$ cat config.mk
export PLATFORM = sky130hd
export DESIGN_NAME = sram_timer
export DESIGN_NICKNAME = d
export VERILOG_FILES = /design/src/logic/sram_pkg.sv /design/src/logic/sram_timer.sv
export SDC_FILE = /design/constraint.sdc
export NUM_CORES = 1
export LEC_CHECK = 0
export ABC_AREA = 1
export CAP_MARGIN = 25
export CORE_AREA = 3 3 40 42
export DETAILED_ROUTE_END_ITERATION = 12
export DIE_AREA = 0 0 43 45
export DONT_BUFFER_PORTS = 1
export GPL_TIMING_DRIVEN = 0
export PLACE_DENSITY = 0.33
export REMOVE_ABC_BUFFERS = 1
export SLEW_MARGIN = 20
export SYNTH_ARGS = -nofsm -noshare
export SYNTH_HDL_FRONTEND = slang
export SYNTH_SLANG_ARGS = --single-unit
export TNS_END_PERCENT = 1
$ cat constraint.sdc
create_clock -name i_wb_clk -period 1.59 [get_ports i_wb_clk]
set_input_delay 0 -clock i_wb_clk [delete_from_list [all_inputs] [get_ports i_wb_clk]]
set_output_delay 0 -clock i_wb_clk [all_outputs]
set_load 0.01 [all_outputs]
$ cat src/logic/sram_pkg.sv
package sram_pkg;

    // Wishbone bus
    localparam int WB_DATA_WIDTH = 16;
    localparam int WB_ADDR_WIDTH = 32;
    localparam int WB_SEL_WIDTH  = 2;
    localparam int WB_CTI_WIDTH  = 3;

    // Cycle type identifier codes
    localparam logic [WB_CTI_WIDTH-1:0] CTI_CLASSIC = 3'b000;
    localparam logic [WB_CTI_WIDTH-1:0] CTI_INCR    = 3'b010;
    localparam logic [WB_CTI_WIDTH-1:0] CTI_END     = 3'b111;

    // External SRAM, 1M x 16
    localparam int SRAM_ADDR_WIDTH = 20;
    localparam int SRAM_DATA_WIDTH = 16;

    localparam logic [WB_ADDR_WIDTH-1:0] SRAM_BASE_ADDR = 32'h0000_0000;
    localparam logic [WB_ADDR_WIDTH-1:0] SRAM_ADDR_SPAN = 32'd2097152;   // 2M bytes

    // Wait states, counted in bus clock cycles
    localparam int TIMER_WIDTH = 3;
    localparam logic [TIMER_WIDTH-1:0] SRAM_RD_WAIT = 3'd2;    // OE low
    localparam logic [TIMER_WIDTH-1:0] SRAM_WR_WAIT = 3'd2;    // WE low

    typedef struct packed {
        logic                       we;
        logic                       eob;      // Last beat of the cycle
        logic [WB_SEL_WIDTH-1:0]    sel;
        logic [SRAM_ADDR_WIDTH-1:0] addr;     // Word address
        logic [WB_DATA_WIDTH-1:0]   wdata;
    } sram_req_t;

    typedef struct packed {
        logic                       done;     // Single cycle pulse
        logic [SRAM_DATA_WIDTH-1:0] rdata;
    } sram_rsp_t;

    typedef enum logic [2:0] {
        IDLE,
        READ,
        WRITE,
        TURN,
        DONE
    } sram_state_t;

endpackage

$ cat src/logic/sram_timer.sv
`timescale 1ns/10ps

module sram_timer (
    input  logic                                 i_wb_clk,
    input  logic                                 i_rst_n,
    input  logic                                 i_load,
    input  logic [sram_pkg::TIMER_WIDTH-1:0]     i_count,
    output logic                                 o_expired
);

    logic [sram_pkg::TIMER_WIDTH-1:0] count;

    // Counts down to zero and parks there
    always_ff @(posedge i_wb_clk or negedge i_rst_n) begin
        if (!i_rst_n) begin
            count <= '0;
        end else if (i_load) begin
            count <= i_count;
        end else if (count != '0) begin
            count <= count - 1'b1;
        end
    end

    assign o_expired = (count == '0);

endmodule

# After elaboration in Yosys (flattened, before gate mapping)
# Cells that the tools add are included.
# classes
eq_ne	0
shifts	0
reduce_logical	3
add_sub_neg	1
multipliers	0
div	0
n_lt_le_gt_ge	0
n_bitwise	0
mux	2
# ops
operator	n
$mux W3	2
$logic_not A3 Y1	1
$reduce_bool A3 Y1	1
$sub A3 B1 Y3 const B	1
$reduce_bool A2 Y1	1
# totals
out_inout_bits	1
mem_count	0
wordCells	7
ramBits	0
latch_bits	0
reg_bits	3
inputBits	6
romBits	0

# Logic depth before layout (Yosys ltp)
# depth
depth_word	3
mapped_depth	7
ltp_nobuf	7

# Worst setup path after synthesis
# OpenSTA, ideal clock, no wires.
# synth_path
path_type	reg2reg
from	register count[0] (netlist name)
to	register count[0] (netlist name)
arrival_ps	969
setup_ps	116
synth_period_minus_slack_ps	1085
path_stages_with_launch	8
slack_ps	505
t_required_ps	1474
path_buffers	0
cell_sequence	dfrtp_1 -> inv_1 -> ha_1 -> inv_1 -> nor2_2 -> nand2_1 -> nand2_1 -> nand2_1
# synth_between
elab_chain_cells	3
word_cells_on_any_way	5
cone_classes	add/sub: 1; mux: 2; reduce/logical: 2
# synth_rtl
item	line_no	text
start: declaration	sram_timer.sv:11	logic [sram_pkg::TIMER_WIDTH-1:0] count;
start signal: assignment	sram_timer.sv:18	count <= i_count;
start signal: assignment	sram_timer.sv:20	count <= count - 1'b1;
$sub A3 B1 Y3	sram_timer.sv:20	
$mux W3	sram_timer.sv:19	end else if (count != '0) begin
$mux W3	sram_timer.sv:17	end else if (i_load) begin
# Several ways; a longest one is shown, not always the timed one. The select of a mux whose other input is x is not followed.
# A chain may end at the register's enable or synchronous reset.

# Worst setup path in the final report
# layout_path
from	register count[0] (netlist name)
to	register count[1] (netlist name)
# Same word-level chain as after synthesis.

==> results by group <==
Run status
  • Status: finished, final reports clean

Clock network
  • H-tree lvl count: 1
  • Hold-fix buffers at CTS: 4
  • Resize count post-CTS: 0
  • CTS sink cnt: 3
  • Worst-skew pair later-pin latency: 0.23 ns
  • CTS tree: built
  • Number of buffers created by CTS: 3
  • Clock tree root buffer cell: clkbuf_4
  • Clock Tree Buf Depth: 2
  • Post CTS Setup Buffer Count: 0
  • Clk pin slew, worst setup/hold paths: 0.03 ns

Layout
  • Largest register FFs: 3
  • Final #Nets: 49
  • Biggest regs: count x3
  • Area Overhead vs Synth: 40.96%
  • Area of the multi-input gates: 110.1 um^2
  • Commonest cells after routing, fill and taps aside: nand2_1, inv_1, dlygate4sd3_1, clkbuf_4, dfrtp_1
  • Layout fillers: 149
  • Reg area: 75.07 um^2
  • Most common cell after layout, fill and taps aside: nand2_1
  • Antenna Cells: 0
  • Share of post-route cells with drive strength above 1: 12.50%
  • Design area: 292.8 um^2
  • Largest Register: count

Yosys
  • Share of synthesized cell area in full adder, half adder and majority cells: 12.05%
  • Unique cell type count in the Yosys netlist: 9
  • Synth Area in XOR/XNOR: 0%
  • Synth Warn #: 0
  • Main combinational cell family by area after synthesis: simple AND/OR/NAND/NOR gates
  • Synthesized cell area: 207.7 um^2
  • Proportion of synthesized area in mux cells: 0%
  • Synth Area in Compound Gates: 7.229%
  • Sequential fraction of the synthesis area: 36.14%
  • Mean Syn Cell Area: 6.491 um^2
  • Post-Synth Simple-Gate Area: 33.73%
  • Synth Register Bits: 3
  • Syn Inst Count: 32

Detailed routing
  • Vias after detailed routing: 195
  • Iter 0 DRT Violations: 2
  • Routed WL: 420 um
  • DR DRC count: 0
  • Via-per-instance ratio: 3.545
  • Drt pass-1 iters: 2
  • DR WL/cell: 7.636 um
  • Post-route ant nets: 0

Pwr
  • Pwr/cell area: 1283 nW/um^2
  • Final Power: 375.6 uW
  • Switch Pwr: 130.7 uW
  • Clk network pwr share: 34.7%
  • Switch share: 34.80%
  • Sequential group share of total power: 30.9%
  • Int Power: 244.9 uW
  • Leak: 0.0001565 uW
  • Maximum vdd drop: 0.4397 mV
  • Comb power frac: 34.3%

STA
  • Slew margin rel.: 85.54%
  • Fin Setup TNS: 0 ns
  • Unrepaired setup endpoints after global routing: false
  • Tmin final: 1.189 ns
  • Fin crit share: 74.76%
  • Final WS setup: 0.4013 ns
  • Fmax: 0.8413 GHz
  • Final Slew Violations: 0
  • Final Skew: 0.001981 ns
  • Final hold vios: 0
  • Setup Viol. Count Final: 0
  • Slew @ Worst Pin: 0.2161 ns

GRT
  • Largest net degree at the start of global routing: 8
  • Met1 usage: 5.569%
  • Vias in the first global route: 203
  • First-pass GRT wire length: 765 um
  • Grt peak-use layer: met4
  • GRT Overall Usage: 5.922%
  • Grt ovf: 0
  • Met2 GRT Util: 7.784%
  • M3 GR Usage: 2.789%
  • Initial antenna violation count: 0

Floorplanning
  • IO Pins: 7
  • Initial Util: 16.16%
  • Core area: 1285 um^2
  • DIE AREA: 1935 um^2
  • Die width: 43 um
  • Die Ht: 45 um
  • Row cnt: 13

Critical path
  • Crit path buf inv count: 2
  • Crit path max-delay family: flip-flops
  • Critical path, cell by cell: inv_1 -> ha_1 -> inv_1 -> nor2_2 -> nand2_1 -> nand2_1 -> nand2_1
  • Slowest CP cell: dfrtp_1
  • Crit Path Class: flop to flop
  • Worst-path fanout max: 3
  • Worst Path Arrival: 1.30 ns
  • R2r startpoint: count[0]$_DFFE_PN0P_
  • CP startpoint: count[0]$_DFFE_PN0P_
  • Startpoint Class: flop
  • WP data required: 1.71 ns
  • Critical path depth: 7
  • Crit-path most repeated cell: nand2_1
  • Reg2reg path depth: 7
  • Crit-path max cell delay: 0.38 ns
  • CP Capture Type: flop

Placed design
  • Port bufs: 0
  • Final Wtd Congestion: 0.7360
  • Worst slack, placed: 0.3826 ns
  • HPWL Detailed: 333 um
  • Placement-stage cell area: 226.5 um^2

Run
  • Maxcap violations: 0

Worst hold path
  • Hold path startpoint: i_load
  • Hold WC Path Type: input pin to flop
  • Hold path cells: 4
==> path summary, 6_finish.rpt <==
path / to / slack, ns
worst max-delay path: count[1]$_DFFE_PN0P_ / 0.40
worst min-delay path: count[1]$_DFFE_PN0P_ / 0.006
worst max register to register: count[1]$_DFFE_PN0P_ / 0.40
worst min register to register: count[1]$_DFFE_PN0P_ / 0.48
max in group asynchronous: count[0]$_DFFE_PN0P_ / 1.43
min in group asynchronous: count[2]$_DFFE_PN0P_ / 0.02
==> layer usage <==
metal	share of wire [%]	vias to the layer above
met5	0	-
met4	0	0
li1	-	111
met2	51	3
met1	44	81
met3	4.8	0
==> logic make-up after synthesis <==
kind of cell | Yosys count
flip-flops | 3
AO/OA/AOI/OAI | 3
adder cells (fa/ha/maj) | 2
buffers and inverters | 6
AND/OR/NAND/NOR | 18
==> cell usage after synthesis <==
master | instances | area, um^2
a21oi_1 | 1 | 5.000
dfrtp_1 | 3 | 75.07
ha_1 | 2 | 25.02
inv_1 | 5 | 18.77
inv_2 | 1 | 3.750
nand2_1 | 16 | 60.06
nor2_1 | 1 | 3.750
nor2_2 | 1 | 6.260
o21ai_0 | 2 | 10.01
==> worst reg2reg max path, delay by kind of cell, from the launching register on <==
family,cells,cell delay [ns]
fa+ha+maj,1,0.19
buf+inv,2,0.14
simple gates,4,0.38
flops,1,0.38
==> stage by stage <==
| step | util (%) | std cells | hold slack, ns |
|---|---|---|---|
| floorplan | - | 32 | -0.2956 |
| global placement | 17.62 | 47 | -0.2955 |
| detailed placement | 17.62 | 47 | -0.2955 |
| CTS | 22.78 | 55 | 0.001106 |
| global route | 22.78 | 55 | 0.01681 |
| finish | 22.78 | 55 | 0.006236 |
==> area by class of cell <==
| class | count | area share, % |
|---|---|---|
| flip-flops and latches | 3 | 25.64 |
| clock buffers | 4 | 8.974 |
| repair buffers | 4 | 13.68 |
| inverters | 6 | 7.692 |
| multi-input cells | 23 | 37.61 |
| well taps | 15 | 6.410 |
==> power groups by stage <==
stage          registers, uW  clock network [uW]  logic [uW]
2_1_floorplan            114                   0         101
3_3_place_gp             118                   0         121
3_5_place_dp             117                   0         121
4_1_cts                  116                 140         132
5_1_grt                  120                 145         160
6_report                 116                 130         129
Power figures use the tool's default switching activity.
