==> src/logic/sram_pkg.sv <==
package sram_pkg;

    // Wishbone bus
    localparam int WB_DATA_WIDTH = 16;
    localparam int WB_ADDR_WIDTH = 32;
    localparam int WB_SEL_WIDTH  = 2;
    localparam int WB_CTI_WIDTH  = 3;

    // Cycle type identifier codes
    localparam logic [WB_CTI_WIDTH-1:0] CTI_CLASSIC = 3'b000;
    localparam logic [WB_CTI_WIDTH-1:0] CTI_INCR    = 3'b010;
    localparam logic [WB_CTI_WIDTH-1:0] CTI_END     = 3'b111;

    // External SRAM, 1M x 16
    localparam int SRAM_ADDR_WIDTH = 20;
    localparam int SRAM_DATA_WIDTH = 16;

    localparam logic [WB_ADDR_WIDTH-1:0] SRAM_BASE_ADDR = 32'h0000_0000;
    localparam logic [WB_ADDR_WIDTH-1:0] SRAM_ADDR_SPAN = 32'd2097152;   // 2M bytes

    // Wait states, counted in bus clock cycles
    localparam int TIMER_WIDTH = 3;
    localparam logic [TIMER_WIDTH-1:0] SRAM_RD_WAIT = 3'd2;    // OE low
    localparam logic [TIMER_WIDTH-1:0] SRAM_WR_WAIT = 3'd2;    // WE low

    typedef struct packed {
        logic                       we;
        logic                       eob;      // Last beat of the cycle
        logic [WB_SEL_WIDTH-1:0]    sel;
        logic [SRAM_ADDR_WIDTH-1:0] addr;     // Word address
        logic [WB_DATA_WIDTH-1:0]   wdata;
    } sram_req_t;

    typedef struct packed {
        logic                       done;     // Single cycle pulse
        logic [SRAM_DATA_WIDTH-1:0] rdata;
    } sram_rsp_t;

    typedef enum logic [2:0] {
        IDLE,
        READ,
        WRITE,
        TURN,
        DONE
    } sram_state_t;

endpackage

==> src/logic/sram_fsm.sv <==
`timescale 1ns/10ps

module sram_fsm (
    input  logic                                 i_wb_clk,
    input  logic                                 i_rst_n,

    // Request handshake
    input  logic                                 i_req_en,
    input  logic                                 i_req_we,
    output logic                                 o_done,

    // Wait-state timer
    output logic                                 o_tmr_load,
    output logic [sram_pkg::TIMER_WIDTH-1:0]     o_tmr_count,
    input  logic                                 i_expired,

    // Datapath control
    output logic                                 o_latch,
    output logic                                 o_drive,
    output logic                                 o_capture,
    output logic                                 o_lane_en,

    // SRAM control pins
    output logic                                 o_sram_ce_n,
    output logic                                 o_sram_oe_n,
    output logic                                 o_sram_we_n
);

    sram_pkg::sram_state_t state;
    sram_pkg::sram_state_t state_next;

    logic start;
    logic active;

    assign start  = (state == sram_pkg::IDLE) && i_req_en;
    assign active = (state == sram_pkg::READ) || (state == sram_pkg::WRITE) ||
                    (state == sram_pkg::TURN);

    always_comb begin
        state_next = state;

        case (state)
            sram_pkg::IDLE: begin
                if (i_req_en) begin
                    state_next = i_req_we ? sram_pkg::WRITE : sram_pkg::READ;
                end
            end
            sram_pkg::READ: begin
                if (i_expired) begin
                    state_next = sram_pkg::DONE;
                end
            end
            sram_pkg::WRITE: begin
                if (i_expired) begin
                    state_next = sram_pkg::TURN;
                end
            end
            sram_pkg::TURN:  state_next = sram_pkg::DONE;    // WE high, data held
            sram_pkg::DONE:  state_next = sram_pkg::IDLE;
            default:         state_next = sram_pkg::IDLE;
        endcase
    end

    always_ff @(posedge i_wb_clk or negedge i_rst_n) begin
        if (!i_rst_n) begin
            state <= sram_pkg::IDLE;
        end else begin
            state <= state_next;
        end
    end

    // Timer runs out on the last cycle of the phase
    assign o_tmr_load  = start;
    assign o_tmr_count = i_req_we ? (sram_pkg::SRAM_WR_WAIT - 1'b1)
                                  : (sram_pkg::SRAM_RD_WAIT - 1'b1);

    assign o_latch   = start;
    assign o_capture = (state == sram_pkg::READ) && i_expired;    // Last read cycle

    // Data stays on the pins through TURN so it outlasts the WE rising edge
    assign o_drive   = (state == sram_pkg::WRITE) || (state == sram_pkg::TURN);
    assign o_done    = (state == sram_pkg::DONE);
    assign o_lane_en = active;

    assign o_sram_ce_n = ~active;
    assign o_sram_oe_n = ~(state == sram_pkg::READ);
    assign o_sram_we_n = ~(state == sram_pkg::WRITE);

endmodule

==> config.mk <==
export PLATFORM = sky130hd
export DESIGN_NAME = sram_fsm
export DESIGN_NICKNAME = d
export VERILOG_FILES = /design/src/logic/sram_pkg.sv /design/src/logic/sram_fsm.sv
export SDC_FILE = /design/constraint.sdc
export NUM_CORES = 1
export LEC_CHECK = 0
export ABC_CLOCK_PERIOD_IN_PS = 1200
export BUFFER_PORTS_ARGS = -buffer_cell sky130_fd_sc_hd__buf_2
export CELL_PAD_IN_SITES_DETAIL_PLACEMENT = 0
export CELL_PAD_IN_SITES_GLOBAL_PLACEMENT = 1
export CORE_AREA = 2 2 39 41
export DETAILED_ROUTE_END_ITERATION = 16
export DIE_AREA = 0 0 41 43
export PLACE_DENSITY_LB_ADDON = 0.12
export SLEW_MARGIN = 40
export SYNTH_ARGS = -nofsm -noshare
export SYNTH_HDL_FRONTEND = slang
export SYNTH_SLANG_ARGS = --single-unit
==> constraint.sdc <==
create_clock -name i_wb_clk -period 1.2 [get_ports i_wb_clk]
set_clock_uncertainty 0.05 [all_clocks]
set_input_delay 0.24 -clock i_wb_clk [delete_from_list [all_inputs] [get_ports i_wb_clk]]
set_output_delay 0.24 -clock i_wb_clk [all_outputs]
set_load 0.005 [all_outputs]
Word level (Yosys, flattened, before mapping)
Cells that the tools add are included.
{"block": "word_totals", "word_cells": 23, "regBits": 3, "inputBits": 5}
{"block": "op_classes", "muxes": 5, "n_reduce_logical": 7, "n_bitwise": 3, "n_eq_ne": 7}
{"operator": "$pmux 3 s4", "n": 1}
{"operator": "$mux 3", "n": 3}
{"operator": "$eq 3x2->1 const B", "n": 2}
{"operator": "$ne 2x2->1 const B", "n": 3}
{"operator": "$eq 3x1->1 const B", "n": 1}
{"operator": "$eq 3x3->1 const B", "n": 1}
{"operator": "$logic_not 3->1", "n": 1}
{"operator": "$logic_or 1x1->1", "n": 3}
{"operator": "$not 1->1", "n": 3}
{"operator": "$reduce_and 3->1", "n": 1}
{"operator": "$logic_and 1x1->1", "n": 2}
{"operator": "$mux 2", "n": 1}

Longest topological paths before layout
{"block": "depth", "word_depth": 4, "depth_mapped": 3, "depth_no_buf": 2}

Worst setup path before layout
Ideal clock, no wire load.
{"block": "synth_path", "path_type": "register to output", "startpoint": "register state[2]", "endpoint": "output o_tmr_load", "stages_incl_launch_ff": 4, "t_required_ps": 910, "path_slack_ps": -175, "arrival_ps": 1085, "path_cell_list": "dfrtp_1 > buf_6 > nor4b_1 > buf_4"}
{"block": "synth_via", "elab_chain_cells": 2}
{"element": "start, declared", "line_no": "sram_fsm.sv:29", "source": "sram_pkg::sram_state_t state;"}
{"element": "start signal, assigned", "line_no": "sram_fsm.sv:66", "source": "state <= sram_pkg::IDLE;"}
{"element": "start signal, assigned", "line_no": "sram_fsm.sv:68", "source": "state <= state_next;"}
{"element": "$logic_not 3->1", "line_no": "sram_fsm.sv:35", "source": "assign start = (state == sram_pkg::IDLE) && i_req_en;"}
{"element": "$logic_and 1x1->1", "line_no": "sram_fsm.sv:35"}
{"element": "end, declared", "line_no": "sram_fsm.sv:13", "source": "output logic o_tmr_load,"}
No other way between the ends.

Worst setup path in the final report
{"block": "layout_path", "startpoint": "register state[2]", "endpoint": "output o_capture"}
{"block": "layout_via", "elab_chain_cells": 2}
{"element": "$eq 3x1->1", "line_no": "sram_fsm.sv:78", "source": "assign o_capture = (state == sram_pkg::READ) && i_expired;"}
{"element": "$logic_and 1x1->1", "line_no": "sram_fsm.sv:78"}
{"element": "end, declared", "line_no": "sram_fsm.sv:20", "source": "output logic o_capture,"}
No other way between the ends.

==> flow_summary.yaml <==
grt:
  grt-ovfl-total: 0
  grt_pass1_vias: 260
  grt_max_degree: 6
  grt_usage: 0.105
  grt_pass1_wl_mm: 1.10
  antenna_found_initial: 0
worst_setup_path:
  path_cells: "or3b_4 > nor2_2 > buf_2"
  worst-setup-path-type: "register to output pin"
  crit_fanout: 2
  end_kind: "output pin"
  cp.required_ps: 910
  arrival_ps: 1190
  slowest_delay_ps: 400
  critPathSlowestCell: "or3b_4"
  cp-start-kind: "register"
place:
  portBuffers: 13
  dp_hpwl_um: 474
  place_congestion: 0.708
detailed_routing:
  drt-initial-drc-count: 0
  num_vias: 253
  ant_nets: 0
  drt-met1-wl_um: 240
  dr_wl_met2_um: 347
  drc_errors: 0
  avgRoutedWirePerCell_um: 10.1
  wl_um: 646
  top_layer: "met4"
  avgViaCountPerCell: 3.95
  wl_met3_um: 43
  drtPass1Iterations: 1
logic_synthesis:
  synth_edf_count: 0
  synth_top_family_by_area: "simple AND/OR/NAND/NOR gates"
  yosys.area.top_type_share: 0.323
  synth_compound_area_frac: 0.0968
  synthMuxAreaShare: 0
  synth-simple-area-share: 0.355
  yosysUniqueCellTypes: 19
  synth_common_cells: "buf_4, nor2_1, dfrtp_1, conb_1"
  yosysTopAreaCell: "dfrtp_1"
  synth_ff_type: "dfrtp_1"
  synth-adder-area-share: 0
  yosys.area_share.xor_xnor: 0
  syn_inst: 28
  ys_seq_area_frac: 0.323
  avgSynthCellArea_um2: 8.31
  ys_seq_elements: 3
  synth_area_um2: 233
  ys_async_sr_fraction: 1.00
  ys_top_cells_by_area: "dfrtp_1, buf_4, nor2_1"
  yosys_warnings: 0
sta:
  fmax_ghz: 0.674
  rsz0062_at_grt: "true"
  maxSlewViolCount: 0
  worst_slack_ps: -283
  hold_viol: 0
  final.setup.tns_ps: -2150
  period_needed_ps: 1480
  fin_crit_sh: 1.24
  finalSetupViolCount: 9
die:
  die-width_um: 41
  initial_core_util: 0.168
  rows: 14
  die_area_um2: 1760
  num_io_pins: 17
  dieHeight_um: 43
  coreArea_um2: 1380
final_layout:
  fillCellCount: 160
  drive_gt1_frac: 0.583
  fin_util: 0.277
  syn_to_final_growth_pct: 64.5
  largest_reg_flops: 3
  multi_input_area_um2: 138
  reg_top3: "state: 3 flops"
  top_register: "state"
  num_antenna_cells: 0
  finalNetCount: 54
  seq_area_um2: 75.1
run:
  maxCapViolations: 0
power:
  leakagePower_uw: 0.000208
  powerDensity_nw_per_um2: 2610
  irDropWorstVdd_mv: 0.645
clocking:
  cts-buffers-inserted: 3
  clockBufferDepth: 2
  clk_pin_slew_ps: 40
  h-tree-depth: 1
  tritoncts: "yes"
  cts_root_buf: "clkbuf_4"
  cts_sinks: 3
  clk_latency_ps: 230
min_path:
  hp-class: "primary input to register"
status:
  violations: "negative setup slack"
  outcome: "complete, but fails checks"
[through the flow]
step / power, uW / setup WS [ps] / hold slack, ps / cell area, um^2 / instances
after global routing: 1100 / -360 / 253 / 383 / 64
after detailed placement: 779 / -64.7 / -13.3 / 332 / 59
after global placement: 788 / -84.1 / -12.2 / 332 / 59
after floorplan: 513 / -62.6 / -106 / 243 / 29
final: 1000 / -283 / 260 / 383 / 64
after CTS: 1020 / -310 / 247 / 383 / 64
[final timing paths]
kind	start	endpoint	slack, ps	cells after the start
max in group asynchronous	i_rst_n	state[0]$_DFFE_PN0P_	710	2
hold reg to reg	state[0]$_DFFE_PN0P_	state[1]$_DFFE_PN0P_	580	2
setup / recovery	state[2]$_DFFE_PN0P_	o_capture	-280	3
setup reg to reg	state[2]$_DFFE_PN0P_	state[0]$_DFFE_PN0P_	30	4
hold / removal	i_expired	state[0]$_DFFE_PN0P_	260	3
min in group asynchronous	i_rst_n	state[1]$_DFFE_PN0P_	280	2
[routing by layer]
metal	GRT usage	vias to the layer above
li1	-	123
met1	0.0839	116
met2	0.159	12
met3	0.0471	2
met4	0.120	0
met5	0	-
[what timing repair did]
action / 4_1_cts / 5_1_grt
hold buffers: 1 / 0
endpoints found under the hold margin: 3 / 0
buffers inserted: 0 / 0
gates resized for setup: 2 / 0
setup endpoints to repair: 10 / 10
[kinds of logic after synthesis]
kind of cell,after synthesis
other cells,2
buf+inv,6
compound gates,3
simple gates,14
flops,3
[worst max-delay path, delay by kind of cell (launching register included)]
family / cells / cell delay (ps)
and+or+nand+nor: 2 / 470
DFF: 1 / 380
buffers and inverters: 1 / 110
[final cells by class]
cell class                      instances  share of cell area
Multi-Input combinational cell         20               0.359
Timing Repair Buffer                   20               0.314
Sequential cell                         3               0.196
Clock buffer                            4              0.0686
Tap cell                               16              0.0523
Inverter                                1             0.00980
[layout by cell type, fill, tap and decap left out, drive strengths merged, types with 3 or more instances in the layout]
| cell | synthesis | routed |
|---|---|---|
| clkbuf | 0 | 4 |
| conb | 2 | 3 |
| buf | 5 | 19 |
| nor2 | 5 | 5 |
| dfrtp | 3 | 3 |
[where the power goes]
group	total, uW	switching [uW]	internal, uW
Sequential	190	41.6	148
Combinational	634	277	358
Clock	176	51.2	125
(Power assumes the default switching activity.)
