[config.mk]
export PLATFORM = sky130hd
export DESIGN_NAME = wb_responder
export DESIGN_NICKNAME = d
export VERILOG_FILES = /design/src/logic/sram_pkg.sv /design/src/logic/wb_responder.sv
export SDC_FILE = /design/constraint.sdc
export NUM_CORES = 1
export LEC_CHECK = 0
export BUFFER_PORTS_ARGS = -buffer_cell sky130_fd_sc_hd__buf_2
export CAP_MARGIN = 20
export CELL_PAD_IN_SITES_DETAIL_PLACEMENT = 1
export CELL_PAD_IN_SITES_GLOBAL_PLACEMENT = 1
export CORE_ASPECT_RATIO = 0.7
export CORE_MARGIN = 4
export CORE_UTILIZATION = 33
export CTS_CLUSTER_DIAMETER = 200
export DETAILED_ROUTE_END_ITERATION = 12
export PLACE_DENSITY_LB_ADDON = 0.1
export SYNTH_ARGS = -nofsm -noshare
export SYNTH_HDL_FRONTEND = slang
export SYNTH_SLANG_ARGS = --single-unit
[constraint.sdc]
create_clock -name i_wb_clk -period 3.3 [get_ports i_wb_clk]
set_input_delay 0.66 -clock i_wb_clk [delete_from_list [all_inputs] [get_ports i_wb_clk]]
set_output_delay 0.66 -clock i_wb_clk [all_outputs]
set_load 0.02 [all_outputs]
[src/logic/sram_pkg.sv]
package sram_pkg;

    // Wishbone bus
    localparam int WB_DATA_WIDTH = 16;
    localparam int WB_ADDR_WIDTH = 32;
    localparam int WB_SEL_WIDTH  = 2;
    localparam int WB_CTI_WIDTH  = 3;

    // Cycle type identifier codes
    localparam logic [WB_CTI_WIDTH-1:0] CTI_CLASSIC = 3'b000;
    localparam logic [WB_CTI_WIDTH-1:0] CTI_INCR    = 3'b010;
    localparam logic [WB_CTI_WIDTH-1:0] CTI_END     = 3'b111;

    // External SRAM, 1M x 16
    localparam int SRAM_ADDR_WIDTH = 20;
    localparam int SRAM_DATA_WIDTH = 16;

    localparam logic [WB_ADDR_WIDTH-1:0] SRAM_BASE_ADDR = 32'h0000_0000;
    localparam logic [WB_ADDR_WIDTH-1:0] SRAM_ADDR_SPAN = 32'd2097152;   // 2M bytes

    // Wait states, counted in bus clock cycles
    localparam int TIMER_WIDTH = 3;
    localparam logic [TIMER_WIDTH-1:0] SRAM_RD_WAIT = 3'd2;    // OE low
    localparam logic [TIMER_WIDTH-1:0] SRAM_WR_WAIT = 3'd2;    // WE low

    typedef struct packed {
        logic                       we;
        logic                       eob;      // Last beat of the cycle
        logic [WB_SEL_WIDTH-1:0]    sel;
        logic [SRAM_ADDR_WIDTH-1:0] addr;     // Word address
        logic [WB_DATA_WIDTH-1:0]   wdata;
    } sram_req_t;

    typedef struct packed {
        logic                       done;     // Single cycle pulse
        logic [SRAM_DATA_WIDTH-1:0] rdata;
    } sram_rsp_t;

    typedef enum logic [2:0] {
        IDLE,
        READ,
        WRITE,
        TURN,
        DONE
    } sram_state_t;

endpackage

[src/logic/wb_responder.sv]
`timescale 1ns/10ps

module wb_responder (
    input  logic                                  i_wb_clk,
    input  logic                                  i_rst_n,

    // Wishbone slave
    input  logic                                  i_wb_cyc,
    input  logic                                  i_wb_stb,
    input  logic                                  i_wb_we,
    input  logic [sram_pkg::WB_CTI_WIDTH-1:0]     i_wb_cti,
    input  logic [sram_pkg::WB_SEL_WIDTH-1:0]     i_wb_sel,
    input  logic [sram_pkg::WB_ADDR_WIDTH-1:0]    i_wb_addr,
    input  logic [sram_pkg::WB_DATA_WIDTH-1:0]    i_wb_data,
    output logic [sram_pkg::WB_DATA_WIDTH-1:0]    o_wb_data,
    output logic                                  o_wb_ack,

    // Request to the SRAM side
    output logic                                  o_req_en,
    output sram_pkg::sram_req_t                   o_req,
    input  sram_pkg::sram_rsp_t                   i_rsp
);

    logic                                   in_window;
    logic                                   accept;
    logic [sram_pkg::WB_ADDR_WIDTH-1:0]     offset;
    logic [sram_pkg::SRAM_ADDR_WIDTH-1:0]   word_addr;

    // Address decode against the SRAM window
    assign in_window = (i_wb_addr >= sram_pkg::SRAM_BASE_ADDR) &&
                       (i_wb_addr < (sram_pkg::SRAM_BASE_ADDR + sram_pkg::SRAM_ADDR_SPAN));

    assign offset    = i_wb_addr - sram_pkg::SRAM_BASE_ADDR;
    assign word_addr = offset[sram_pkg::SRAM_ADDR_WIDTH:1];   // Byte to 16-bit word

    // No new beat while one is in flight or still being acknowledged
    assign accept = i_wb_cyc & i_wb_stb & in_window & ~o_req_en & ~o_wb_ack;

    always_ff @(posedge i_wb_clk or negedge i_rst_n) begin
        if (!i_rst_n) begin
            o_req_en <= 1'b0;
        end else if (accept) begin
            o_req_en <= 1'b1;
        end else if (i_rsp.done) begin
            o_req_en <= 1'b0;
        end
    end

    // Request payload, stable while o_req_en is high
    always_ff @(posedge i_wb_clk) begin
        if (accept) begin
            o_req.we    <= i_wb_we;
            o_req.eob   <= (i_wb_cti != sram_pkg::CTI_INCR);
            o_req.sel   <= i_wb_sel;
            o_req.addr  <= word_addr;
            o_req.wdata <= i_wb_data;
        end
    end

    always_ff @(posedge i_wb_clk or negedge i_rst_n) begin
        if (!i_rst_n) begin
            o_wb_ack <= 1'b0;
        end else begin
            o_wb_ack <= i_rsp.done;
        end
    end

    always_ff @(posedge i_wb_clk) begin
        if (i_rsp.done) begin
            o_wb_data <= i_rsp.rdata;    // Valid together with o_wb_ack
        end
    end

endmodule

---- Word-level counts from Yosys, hierarchy flattened ----
Index checks and enable logic that the tools add are counted.
storage, ports and cells
  bits in registers ....................... 58
  input port bits ......................... 75
  output and inout port bits .............. 58
  word-level logic and storage cells ...... 21
cells by class
  magnitude comparators ................... 2
  eq/ne operators ......................... 1
  multiplexer cells ....................... 2
  bitwise operators ....................... 6
  reductions and logical operators ........ 2
operators by type and width
  operator              count
  $ge 32x1->1 const B   1
  $lt 32x22->1 const B  1
  $and 1x1->1           4
  $ne 3x2->1 const B    1
  $mux 1                2
  $not 1->1             2
  $reduce_bool 2->1     1
  $logic_and 1x1->1     1

---- Logic depth before layout (Yosys ltp) ----
Gate-level depths: netlist (run 1).
  depth after elaboration ................. 6
  gate-level depth with buffers ........... 2
  mapped depth without buffers ............ 2

---- Worst setup path before layout (run 1) ----
OpenSTA, ideal clock, no wires.
  kind .................................... in2reg
  from .................................... input i_wb_addr[29] (netlist name)
  to ...................................... register o_req[0] (netlist name) (enable)
  setup time .............................. 0.400 ns
  arrival ................................. 2.011 ns
  required time ........................... 2.900 ns
  path slack .............................. 0.889 ns
  stages on the path ...................... 2
  buffers on the path ..................... 0
  path through ............................ nor4b_2 -> and4_1
between the ends
  cells in the longest elaborated chain, start to end .. 5
  elaborated cells on any way between the ends .. 6
  classes of those cells .................. order compare (2); bitwise (3); reduce/logical (1)
RTL lines
  element                                      RTL line                                source
  start: declaration                           wb_responder.sv:13                      input logic [sram_pkg::WB_ADDR_WIDTH-1:0] i_wb_addr,
  $ge 32x1->1 or $lt 32x22->1 (tied branches)  wb_responder.sv:30, wb_responder.sv:31
  $logic_and 1x1->1 *                          wb_responder.sv:30                      assign in_window = (i_wb_addr >= sram_pkg::SRAM_BASE_ADDR) &&
  $and 1x1->1 * (3 in a row)                   wb_responder.sv:37                      assign accept = i_wb_cyc & i_wb_stb & in_window & ~o_req_en & ~o_wb_ack;
  via accept                                   wb_responder.sv:25                      logic accept;
  end: declaration                             wb_responder.sv:20                      output sram_pkg::sram_req_t o_req,
The timed path passes the listed nets; every way through them passes the cells marked *.
A chain may end at the register's enable or synchronous reset.

---- Final worst setup path (run 1) ----
  from .................................... input i_wb_addr[24] (netlist name)
  to ...................................... register o_req[16] (netlist name) (enable)
Same word-level chain as after synthesis.

==> summary.md, run 1 <==
| Metric | Value |
|---|---|
| Cts bufs inserted | 9 |
| Fin crit share | 54.7% |
| Share of the synthesized area in the top cell type | 92.7% |
| DP Wirelength | 3440 µm |
| Fillers | 557 |
| Die ar. | 6770 µm² |
| CTS tree | done |
| Setup CP Type | in -> reg |
| Syn Inst Count | 66 |
| Fmax | 0.554 GHz |
| Buf/Inv on CP | 2 |
| Asr flop ratio synth | 3.45% |
| Startpoint types | input pin |
| Dominant cell type by area after synthesis | edfxtp_1 |
| Final Hold Fails | 0 |
| Crit end category | register |
| PortBufs | 131 |
| Critical-path cell list | buf_2, nor4_2, and4_2, buf_4 |
| Vias in the first global route | 1387 |
| Root Driver | clkbuf_8 |
| Remaining Overflow, GRT | 0 |
| Fin cells | 286 |
| Core area | 5290 µm² |
| Largest net degree at the start of global routing | 41 |
| Fin Setup TNS | 0 ns |
| Max IR drop VDD | 0.232 mV |
| EDFF count, synth | 56 |
| Clock Tree Buf Depth | 2 |
| Initial antenna violation count | 0 |
| Antenna diodes | 0 |
| Type of the most critical hold path | in -> async |
| Area grow syn2layout | 50.5% |
| Layout net count | 284 |
| Clk_lat worst skew | 0.32 ns |
| CTS resizes | 0 |
| Critical Path Max Stage Delay | 0.42 ns |
| Slew Limit Headroom | 67.0% |
| Gr usage total | 13.6% |
| 1st-iter DRT viols | 62 |
| Skew final | 0.00310 ns |
| Mapped cell area | 1810 µm² |
| Routed vias | 1177 |
| Post-route cell area | 2730 µm² |
| Wirelength per Cell | 15.1 µm |
| Leakage | 0.00118 µW |
| Final WS setup | 1.49 ns |
| DR vias/cell | 4.12 |
| # DRC | 0 |
| Status | completed |
| RePlAce Congestion | 0.743 |
| Final setup fails | 0 |
| RSZ-0062 raised after global routing | false |
| Width of the chip | 96.6 µm |
| CP arrival | 1.76 ns |
| Antenna-violating nets left | 0 |
| Clock slew at reported path FFs | 0.06 ns |
| First-pass GRT wire length | 6880 µm |
| Crit Path Max Fanout | 40 |
| Syn nets | 141 |
| Clock period minus final worst setup slack | 1.81 ns |
| CP delay by family, top | simple AND/OR/NAND/NOR gates |
| Critical path's slowest cell | buf_4 |
| Top cells by area, synth | edfxtp_1 93%, dfrtp_1 2.8%, nor4_2 1.4%, nor4b_2 0.83%, a41o_2 0.62% |
| Yosys reg bits | 58 |
| Drt pass-1 iters | 4 |
| Sequential-to-total area share from yosys stat | 95.4% |
| Syn avg cell area | 27.5 µm² |
| Worst slack, placed | 1.15 ns |
| Initial core utilization | 34.3% |
| Area after DPL | 2570 µm² |
| Share of post-route cells with drive strength above 1 | 71.5% |
| YS warnings | 0 |
| Placed Cells | 270 |
| Post-CTS Setup Bufs | 0 |
| Synth cell types | 9 |
| Site Rows | 22 |
| Htree depth | 3 |
| Routed wire length | 4310 µm |
| Power per cell area | 528 nW/µm² |
| Number of I/O pins | 133 |
| Clock sink count | 58 |
| Fin. max-slew vios | 0 |
| Top cells by count, synth | 56 x edfxtp_1, 2 x dfrtp_1, 2 x nor4_2 |
| Die Span Y | 70.0 µm |
| # Max-Cap Violations | 0 |
| Most common cell in the netlist | edfxtp_1 |
| Top FF cell, synth | edfxtp_1 |
| Hold_buf cts | 0 |
| Worst Path Required | 3.26 ns |
| Worst Tran Pin Value | 0.495 ns |
-- worst paths after layout --
kind	from	endpoint	slack, ns	depth (start not counted)
hold / removal	i_rst_n	o_req_en$_DFFE_PN0P_	0.12	1
setup reg to reg	o_req_en$_DFFE_PN0P_	o_req[16]$_DFFE_PP_	1.62	3
max in group asynchronous	i_rst_n	o_wb_ack$_DFF_PN0_	3.09	1
setup / recovery	i_wb_addr[24]	o_req[16]$_DFFE_PP_	1.49	4
hold reg to reg	o_req_en$_DFFE_PN0P_	o_req_en$_DFFE_PN0P_	0.63	2
min in group i_wb_clk	i_wb_addr[3]	o_req[18]$_DFFE_PP_	0.51	1
-- area by class of cell --
type / instances / area (µm²) / area share (%)
Clock inverter: 6 / 33.8 / 1.24
Tap cell: 72 / 90.1 / 3.30
Sequential cell: 58 / 1730 / 63.4
Timing Repair Buffer: 132 / 663 / 24.3
Clock buffer: 10 / 128 / 4.67
Multi-Input combinational cell: 8 / 83.8 / 3.07
-- report_power, final --
group | switching [µW] | internal, µW
Clock | 257 | 266
Sequential | 3.82 | 825
Combinational | 45.0 | 42.3
-- cells in the final DEF (no fill, tap or decap) --
cell / count
buf_2: 131
and4_2: 1
nor4b_2: 1
clkbuf_8: 9
buf_4: 1
clkinv_2: 5
a41o_2: 1
clkinv_4: 1
clkbuf_1: 1
edfxtp_1: 56
or3b_2: 1
dfrtp_1: 2
nor4_2: 2
nor2b_1: 1
nor3b_1: 1
-- through the flow --
stage | hold WS [ns] | power (µW) | util (%)
6_report | 0.117 | 1440 | 51.7
5_1_grt | 0.0924 | 1520 | 51.7
4_1_cts | 0.0973 | 1470 | 51.7
3_5_place_dp | 0.448 | 934 | 48.6
3_3_place_gp | 0.445 | 930 | 48.6
2_1_floorplan | 0.364 | 870 | -
-- registers in the layout, indices dropped and copies added, names as in the netlist --
| signal | flops |
|---|---|
| o_req | 40 |
| o_req_en | 1 |
| o_wb_ack | 1 |
| o_wb_data | 16 |
-- metal layers --
layer  track usage, %  vias up  share of wire, %
li1                 -      556                 -
met2             23.0       63                52
met5                0        -                 0
met3             7.49        6               8.9
met1             14.2      552                38
met4             5.14        0               1.1
-- kinds of logic (layout without fill, tap and decap cells) --
group                  count (synthesis)  count (layout)  share of synthesized area (%)
AND/OR/NAND/NOR                        7               7                           3.93
flip-flops                            58              58                           95.4
buffers and inverters                  0             148                              0
AO/OA/AOI/OAI                          1               1                          0.621
-- worst reg2reg max path: cells and delay by family (launching register included) --
| family | cells | cell delay (ns) |
|---|---|---|
| flops | 1 | 0.39 |
| buf+inv | 1 | 0.42 |
| simple gates | 2 | 0.49 |
No activity file was read; power rests on OpenSTA's default activity.
==> run 2, diff against run 1 <==
- CORE_UTILIZATION: 33 -> 28
- clock period: 3.3 -> 1.6 ns (I/O delays scaled with it)
==> run 2 against run 1 <==
Compared with the run above: worst setup slack lost 1.3 ns; design area grew 3.6%; clock power grew to 2.7 times the previous value; count of clock-buffer cells in the layout is the same; register-to-register slack lost 1.5 ns; wire length grew 2.3%; total power grew 130%; die area grew 16%; clock skew grew 0.0027 ns; via count grew 1.5%; global-route usage shrank 2.0 points; critical path depth shrank 1; largest cell class unchanged.
==> summary.md, run 2 (synthesis results as in run 1) <==
| Metric | Value |
|---|---|
| Share of post-route cells with drive strength above 1 | 71.2% |
| Type of the most critical hold path | in -> reg |
| Slew Limit Headroom | 73.1% |
| RePlAce Congestion | 0.699 |
| 1st-iter DRT viols | 19 |
| Clock period minus final worst setup slack | 1.45 ns |
| PortBufs | 131 |
| Clk_lat worst skew | 0.33 ns |
| Drt pass-1 iters | 4 |
| Fin Setup TNS | 0 ns |
| Largest regs | o_req (40), o_wb_data (16) |
| Clock slew at reported path FFs | 0.06 ns |
| Cts bufs inserted | 9 |
| Crit Path Max Fanout | 21 |
| Routed wire length | 4410 µm |
| Critical Path Max Stage Delay | 0.39 ns |
| Crit end category | register |
| Placed Cells | 277 |
| Critical path's slowest cell | dfrtp_1 |
| Final setup fails | 0 |
| Worst Tran Pin Value | 0.404 ns |
| Fin crit share | 90.5% |
| Post-CTS Setup Bufs | 0 |
| Die Span Y | 75.3 µm |
| Setup CP Type | reg -> reg |
| Largest net degree at the start of global routing | 22 |
| Routed vias | 1195 |
| Site Rows | 24 |
| Most common cell after layout, fill and taps aside | buf_2 |
| Vias in the first global route | 1330 |
| Width of the chip | 104 µm |
| Antenna diodes | 0 |
| Die ar. | 7850 µm² |
| Leakage | 0.00120 µW |
| Commonest cells after routing, fill and taps aside | 131 x buf_2, 56 x edfxtp_1, 9 x clkbuf_8 |
| Core area | 6250 µm² |
| Worst Path Required | 1.63 ns |
| Skew final | 0.00581 ns |
| Initial antenna violation count | 0 |
| CTS resizes | 0 |
| Gr usage total | 11.5% |
| RSZ-0062 raised after global routing | false |
| CTS tree | done |
| Initial core utilization | 29.0% |
| Area after DPL | 2610 µm² |
| Antenna-violating nets left | 0 |
| DR vias/cell | 4.08 |
| Power per cell area | 1160 nW/µm² |
| Root Driver | clkbuf_8 |
| Final Hold Fails | 0 |
| Status | completed |
| Max IR drop VDD | 0.502 mV |
| DP Wirelength | 3550 µm |
| Critical-path cell list | nor3b_1, and4_4, buf_12 |
| Largest reg by FF count | o_req |
| Number of I/O pins | 133 |
| Layout net count | 286 |
| Wirelength per Cell | 15.1 µm |
| Fin. max-slew vios | 0 |
| Clock Tree Buf Depth | 2 |
| Fin cells | 293 |
| # Max-Cap Violations | 0 |
| Startpoint types | register |
| Fillers | 651 |
| CP arrival | 1.48 ns |
| Htree depth | 3 |
| Fmax | 0.691 GHz |
| Clock sink count | 58 |
| Hold_buf cts | 1 |
| First-pass GRT wire length | 6520 µm |
| Max FFs per register | 40 |
| Area grow syn2layout | 55.9% |
| # DRC | 0 |
| Remaining Overflow, GRT | 0 |
| Post-route cell area | 2830 µm² |
run 2: cell types whose count changed in the layout (fill, tap and decap cells not counted), sizes merged:
cell / before / now
clkinv: 6 / 1
bufinv: 0 / 2
clkinvlp: 0 / 2
buf: 132 / 133
dlygate4sd3: 0 / 1
run 2: final cells by class:
type | instances | area [µm²] | area share [%]
clock inverters | 5 | 80.1 | 2.83
flip-flops and latches | 58 | 1730 | 61.2
well taps | 78 | 97.6 | 3.45
repair buffers | 134 | 706 | 25.0
multi-input cells | 8 | 85.1 | 3.01
clock buffers | 10 | 128 | 4.51
run 2: power by group:
group / switching (µW) / leakage [µW] / internal (µW)
clock network: 534 / 0.0000984 / 865
logic: 93.5 / 0.000561 / 88.8
registers: 7.54 / 0.000543 / 1700
total: 635 / 0.00120 / 2660
run 2: metal layers:
layer	global-route usage, %	wire length, µm	vias to the layer above
met5	0	0	-
met4	5.31	66	0
met3	7.62	529	7
met2	19.1	2220	73
met1	11.7	1590	554
li1	-	-	561
run 2: final timing paths:
check,startpoint,end,slack (ns),cells after the start
worst max-delay path,o_req_en$_DFFE_PN0P_,o_req[12]$_DFFE_PP_,0.15,3
worst min-delay path,i_wb_addr[4],o_req[19]$_DFFE_PP_,0.17,1
max in group asynchronous,i_rst_n,o_req_en$_DFFE_PN0P_,1.19,2
worst min register to register,o_req_en$_DFFE_PN0P_,o_req_en$_DFFE_PN0P_,0.63,2
min in group asynchronous,i_rst_n,o_wb_ack$_DFF_PN0_,0.31,2
worst max register to register,o_req_en$_DFFE_PN0P_,o_req[12]$_DFFE_PP_,0.15,3
run 2: critical path: cells and delay by family (launching register included):
| family | cells | cell delay, ns |
|---|---|---|
| AND/OR/NAND/NOR | 2 | 0.59 |
| flip-flops | 1 | 0.39 |
| buffers and inverters | 1 | 0.17 |
run 2: through the flow:
stage,setup slack (ns),hold slack (ns),power [µW],utilization [%]
4_1_cts,0.124,0.140,3350,45.3
3_3_place_gp,0.0768,0.111,1920,41.8
3_5_place_dp,0.00189,0.112,1930,41.8
2_1_floorplan,0.0134,0.0244,1800,-
6_report,0.152,0.166,3290,45.3
5_1_grt,0.0651,0.122,3450,45.3
==> run 3, diff against run 2 <==
==> constraint.sdc (replaced) <==
create_clock -name i_wb_clk -period 1.6 [get_ports i_wb_clk]
set_input_delay 0.16 -clock i_wb_clk [delete_from_list [all_inputs] [get_ports i_wb_clk]]
set_output_delay 0.16 -clock i_wb_clk [all_outputs]
set_load 0.02 [all_outputs]
==> run 3 against run 2 <==
Compared with the run above: flip-flop and latch count did not move; die area stayed put; combinational power rose by 59%; largest power group unchanged.
==> summary.md, run 3 (synthesis results as in run 1) <==
| Metric | Value |
|---|---|
| Crit Path Max Fanout | 21 |
| Fillers | 634 |
| CP arrival | 1.50 ns |
| Hold Slack | 0.0275 ns |
| Gr usage total | 12.6% |
| Leakage | 0.00143 µW |
| Clk pwr share | 41.2% |
| Int Pwr | 2740 µW |
| Finished Core Util | 53.9% |
| Antenna diodes | 0 |
| DR vias/cell | 4.08 |
| Fin crit share | 92.0% |
| Max IR drop VDD | 0.468 mV |
| Crit end category | register |
| Power per cell area | 1010 nW/µm² |
| Clk_lat worst skew | 0.32 ns |
| Reg area | 1730 µm² |
| Most common cell after layout, fill and taps aside | buf_2 |
| Worst Path Required | 1.63 ns |
| Final setup fails | 0 |
| Remaining Overflow, GRT | 0 |
| First-pass GRT wire length | 7310 µm |
| Commonest cells after routing, fill and taps aside | 131 x buf_2, 56 x edfxtp_1, 55 x dlygate4sd3_1, 9 x clkbuf_8 |
| Clock slew at reported path FFs | 0.06 ns |
| Layout net count | 340 |
| # DRC | 0 |
| Initial antenna violation count | 0 |
| Area after DPL | 2610 µm² |
| Psw | 656 µW |
| Setup CP Type | reg -> reg |
| 1st-iter DRT viols | 21 |
| Clock Tree Buf Depth | 2 |
| Largest reg by FF count | o_req |
| Seq pwr share | 50.3% |
| Die ar. | 7850 µm² |
| Fmax | 0.680 GHz |
| Core area | 6250 µm² |
| Initial core utilization | 29.0% |
| Routed wire length | 5050 µm |
| Largest net degree at the start of global routing | 22 |
| Width of the chip | 104 µm |
| Root Driver | clkbuf_8 |
| Worst Tran Pin Value | 0.402 ns |
| Gate power share | 8.5% |
| Routed vias | 1421 |
| Slew Limit Headroom | 73.2% |
| Die Span Y | 75.3 µm |
| Area grow syn2layout | 85.7% |
| Drt pass-1 iters | 4 |
| RePlAce Congestion | 0.699 |
| Cts bufs inserted | 9 |
| Final Hold Fails | 0 |
| Type of the most critical hold path | in -> reg |
| PortBufs | 131 |
| Clock sink count | 58 |
| Htree depth | 3 |
| CTS resizes | 0 |
| Vias in the first global route | 1528 |
| RSZ-0062 raised after global routing | false |
| # Max-Cap Violations | 0 |
| Antenna-violating nets left | 0 |
| Clock period minus final worst setup slack | 1.47 ns |
| Site Rows | 24 |
| Startpoint types | register |
| Post-route cell area | 3370 µm² |
| Share of post-route cells with drive strength above 1 | 56.7% |
| Fin. max-slew vios | 0 |
| Skew final | 0.00467 ns |
| Sw frac | 19.3% |
| DP Wirelength | 3550 µm |
| Number of I/O pins | 133 |
| Multi-input logic area | 85.1 µm² |
| Max FFs per register | 40 |
| CTS tree | done |
| Fin Setup TNS | 0 ns |
| Status | completed |
| Largest regs | o_req (40), o_wb_data (16) |
| Wirelength per Cell | 14.5 µm |
-- run 3: cell count changes in the layout (fill, tap and decap cells not counted) --
| cell | delta |
|---|---|
| dlygate4sd3_1 | +54 |
| clkinv_2 | +1 |
| clkinvlp_4 | -1 |
| clkinv_1 | +1 |
-- run 3: power by group through the flow --
stage          registers, µW  clock network (µW)  logic (µW)
2_1_floorplan           1790                   0        5.54
3_3_place_gp            1740                   0         177
5_1_grt                 1710                1520         311
6_report                1710                1400         289
3_5_place_dp            1740                   0         184
4_1_cts                 1710                1450         274
-- run 3: final cells by class --
| cell class | instances | share of cell area, % |
|---|---|---|
| Sequential cell | 58 | 51.4 |
| Timing Repair Buffer | 188 | 37.0 |
| Clock buffer | 10 | 3.79 |
| Tap cell | 78 | 2.90 |
| Multi-Input combinational cell | 8 | 2.53 |
| Clock inverter | 6 | 2.41 |
-- run 3: worst max-delay path, cell delays in order, from the launching register on --
cell and delay (ns):
dfrtp_1 0.39, nor3b_1 0.30, and4_4 0.31, buf_12 0.17
-- run 3: path summary, 6_finish.rpt --
kind                                       from                   end  slack [ns]  cells past startpoint
min in group asynchronous               i_rst_n    o_wb_ack$_DFF_PN0_        0.15                      2
max reg2reg                o_req_en$_DFFE_PN0P_   o_req[28]$_DFFE_PP_        0.13                      3
min                                i_wb_addr[2]   o_req[17]$_DFFE_PP_        0.03                      1
max                        o_req_en$_DFFE_PN0P_   o_req[28]$_DFFE_PP_        0.13                      3
min reg2reg                o_req_en$_DFFE_PN0P_  o_req_en$_DFFE_PN0P_        0.63                      2
max in group asynchronous               i_rst_n  o_req_en$_DFFE_PN0P_        1.36                      2
-- run 3: through the flow --
stage	instances	power [µW]	setup WS, ns
3_3_place_gp	277	1920	0.203
4_1_cts	339	3440	0.122
5_1_grt	348	3550	0.0495
3_5_place_dp	277	1930	0.136
6_report	348	3400	0.128
2_1_floorplan	66	1800	0.0134
-- run 3: routing by layer --
metal | routed length (µm) | part of all wire (%) | up-vias | global-route usage (%)
li1 | - | - | 669 | -
met1 | 1780 | 35 | 670 | 12.3
met2 | 2760 | 55 | 78 | 22.8
met3 | 458 | 9.1 | 4 | 7.79
met4 | 46 | 0.91 | 0 | 4.42
met5 | 0 | 0 | - | 0
-- run 3: timing repair --
item | in CTS | in global routing
hold buffers | 46 | 9
buffers inserted | 0 | 0
endpoints found under the hold margin | 47 | 9
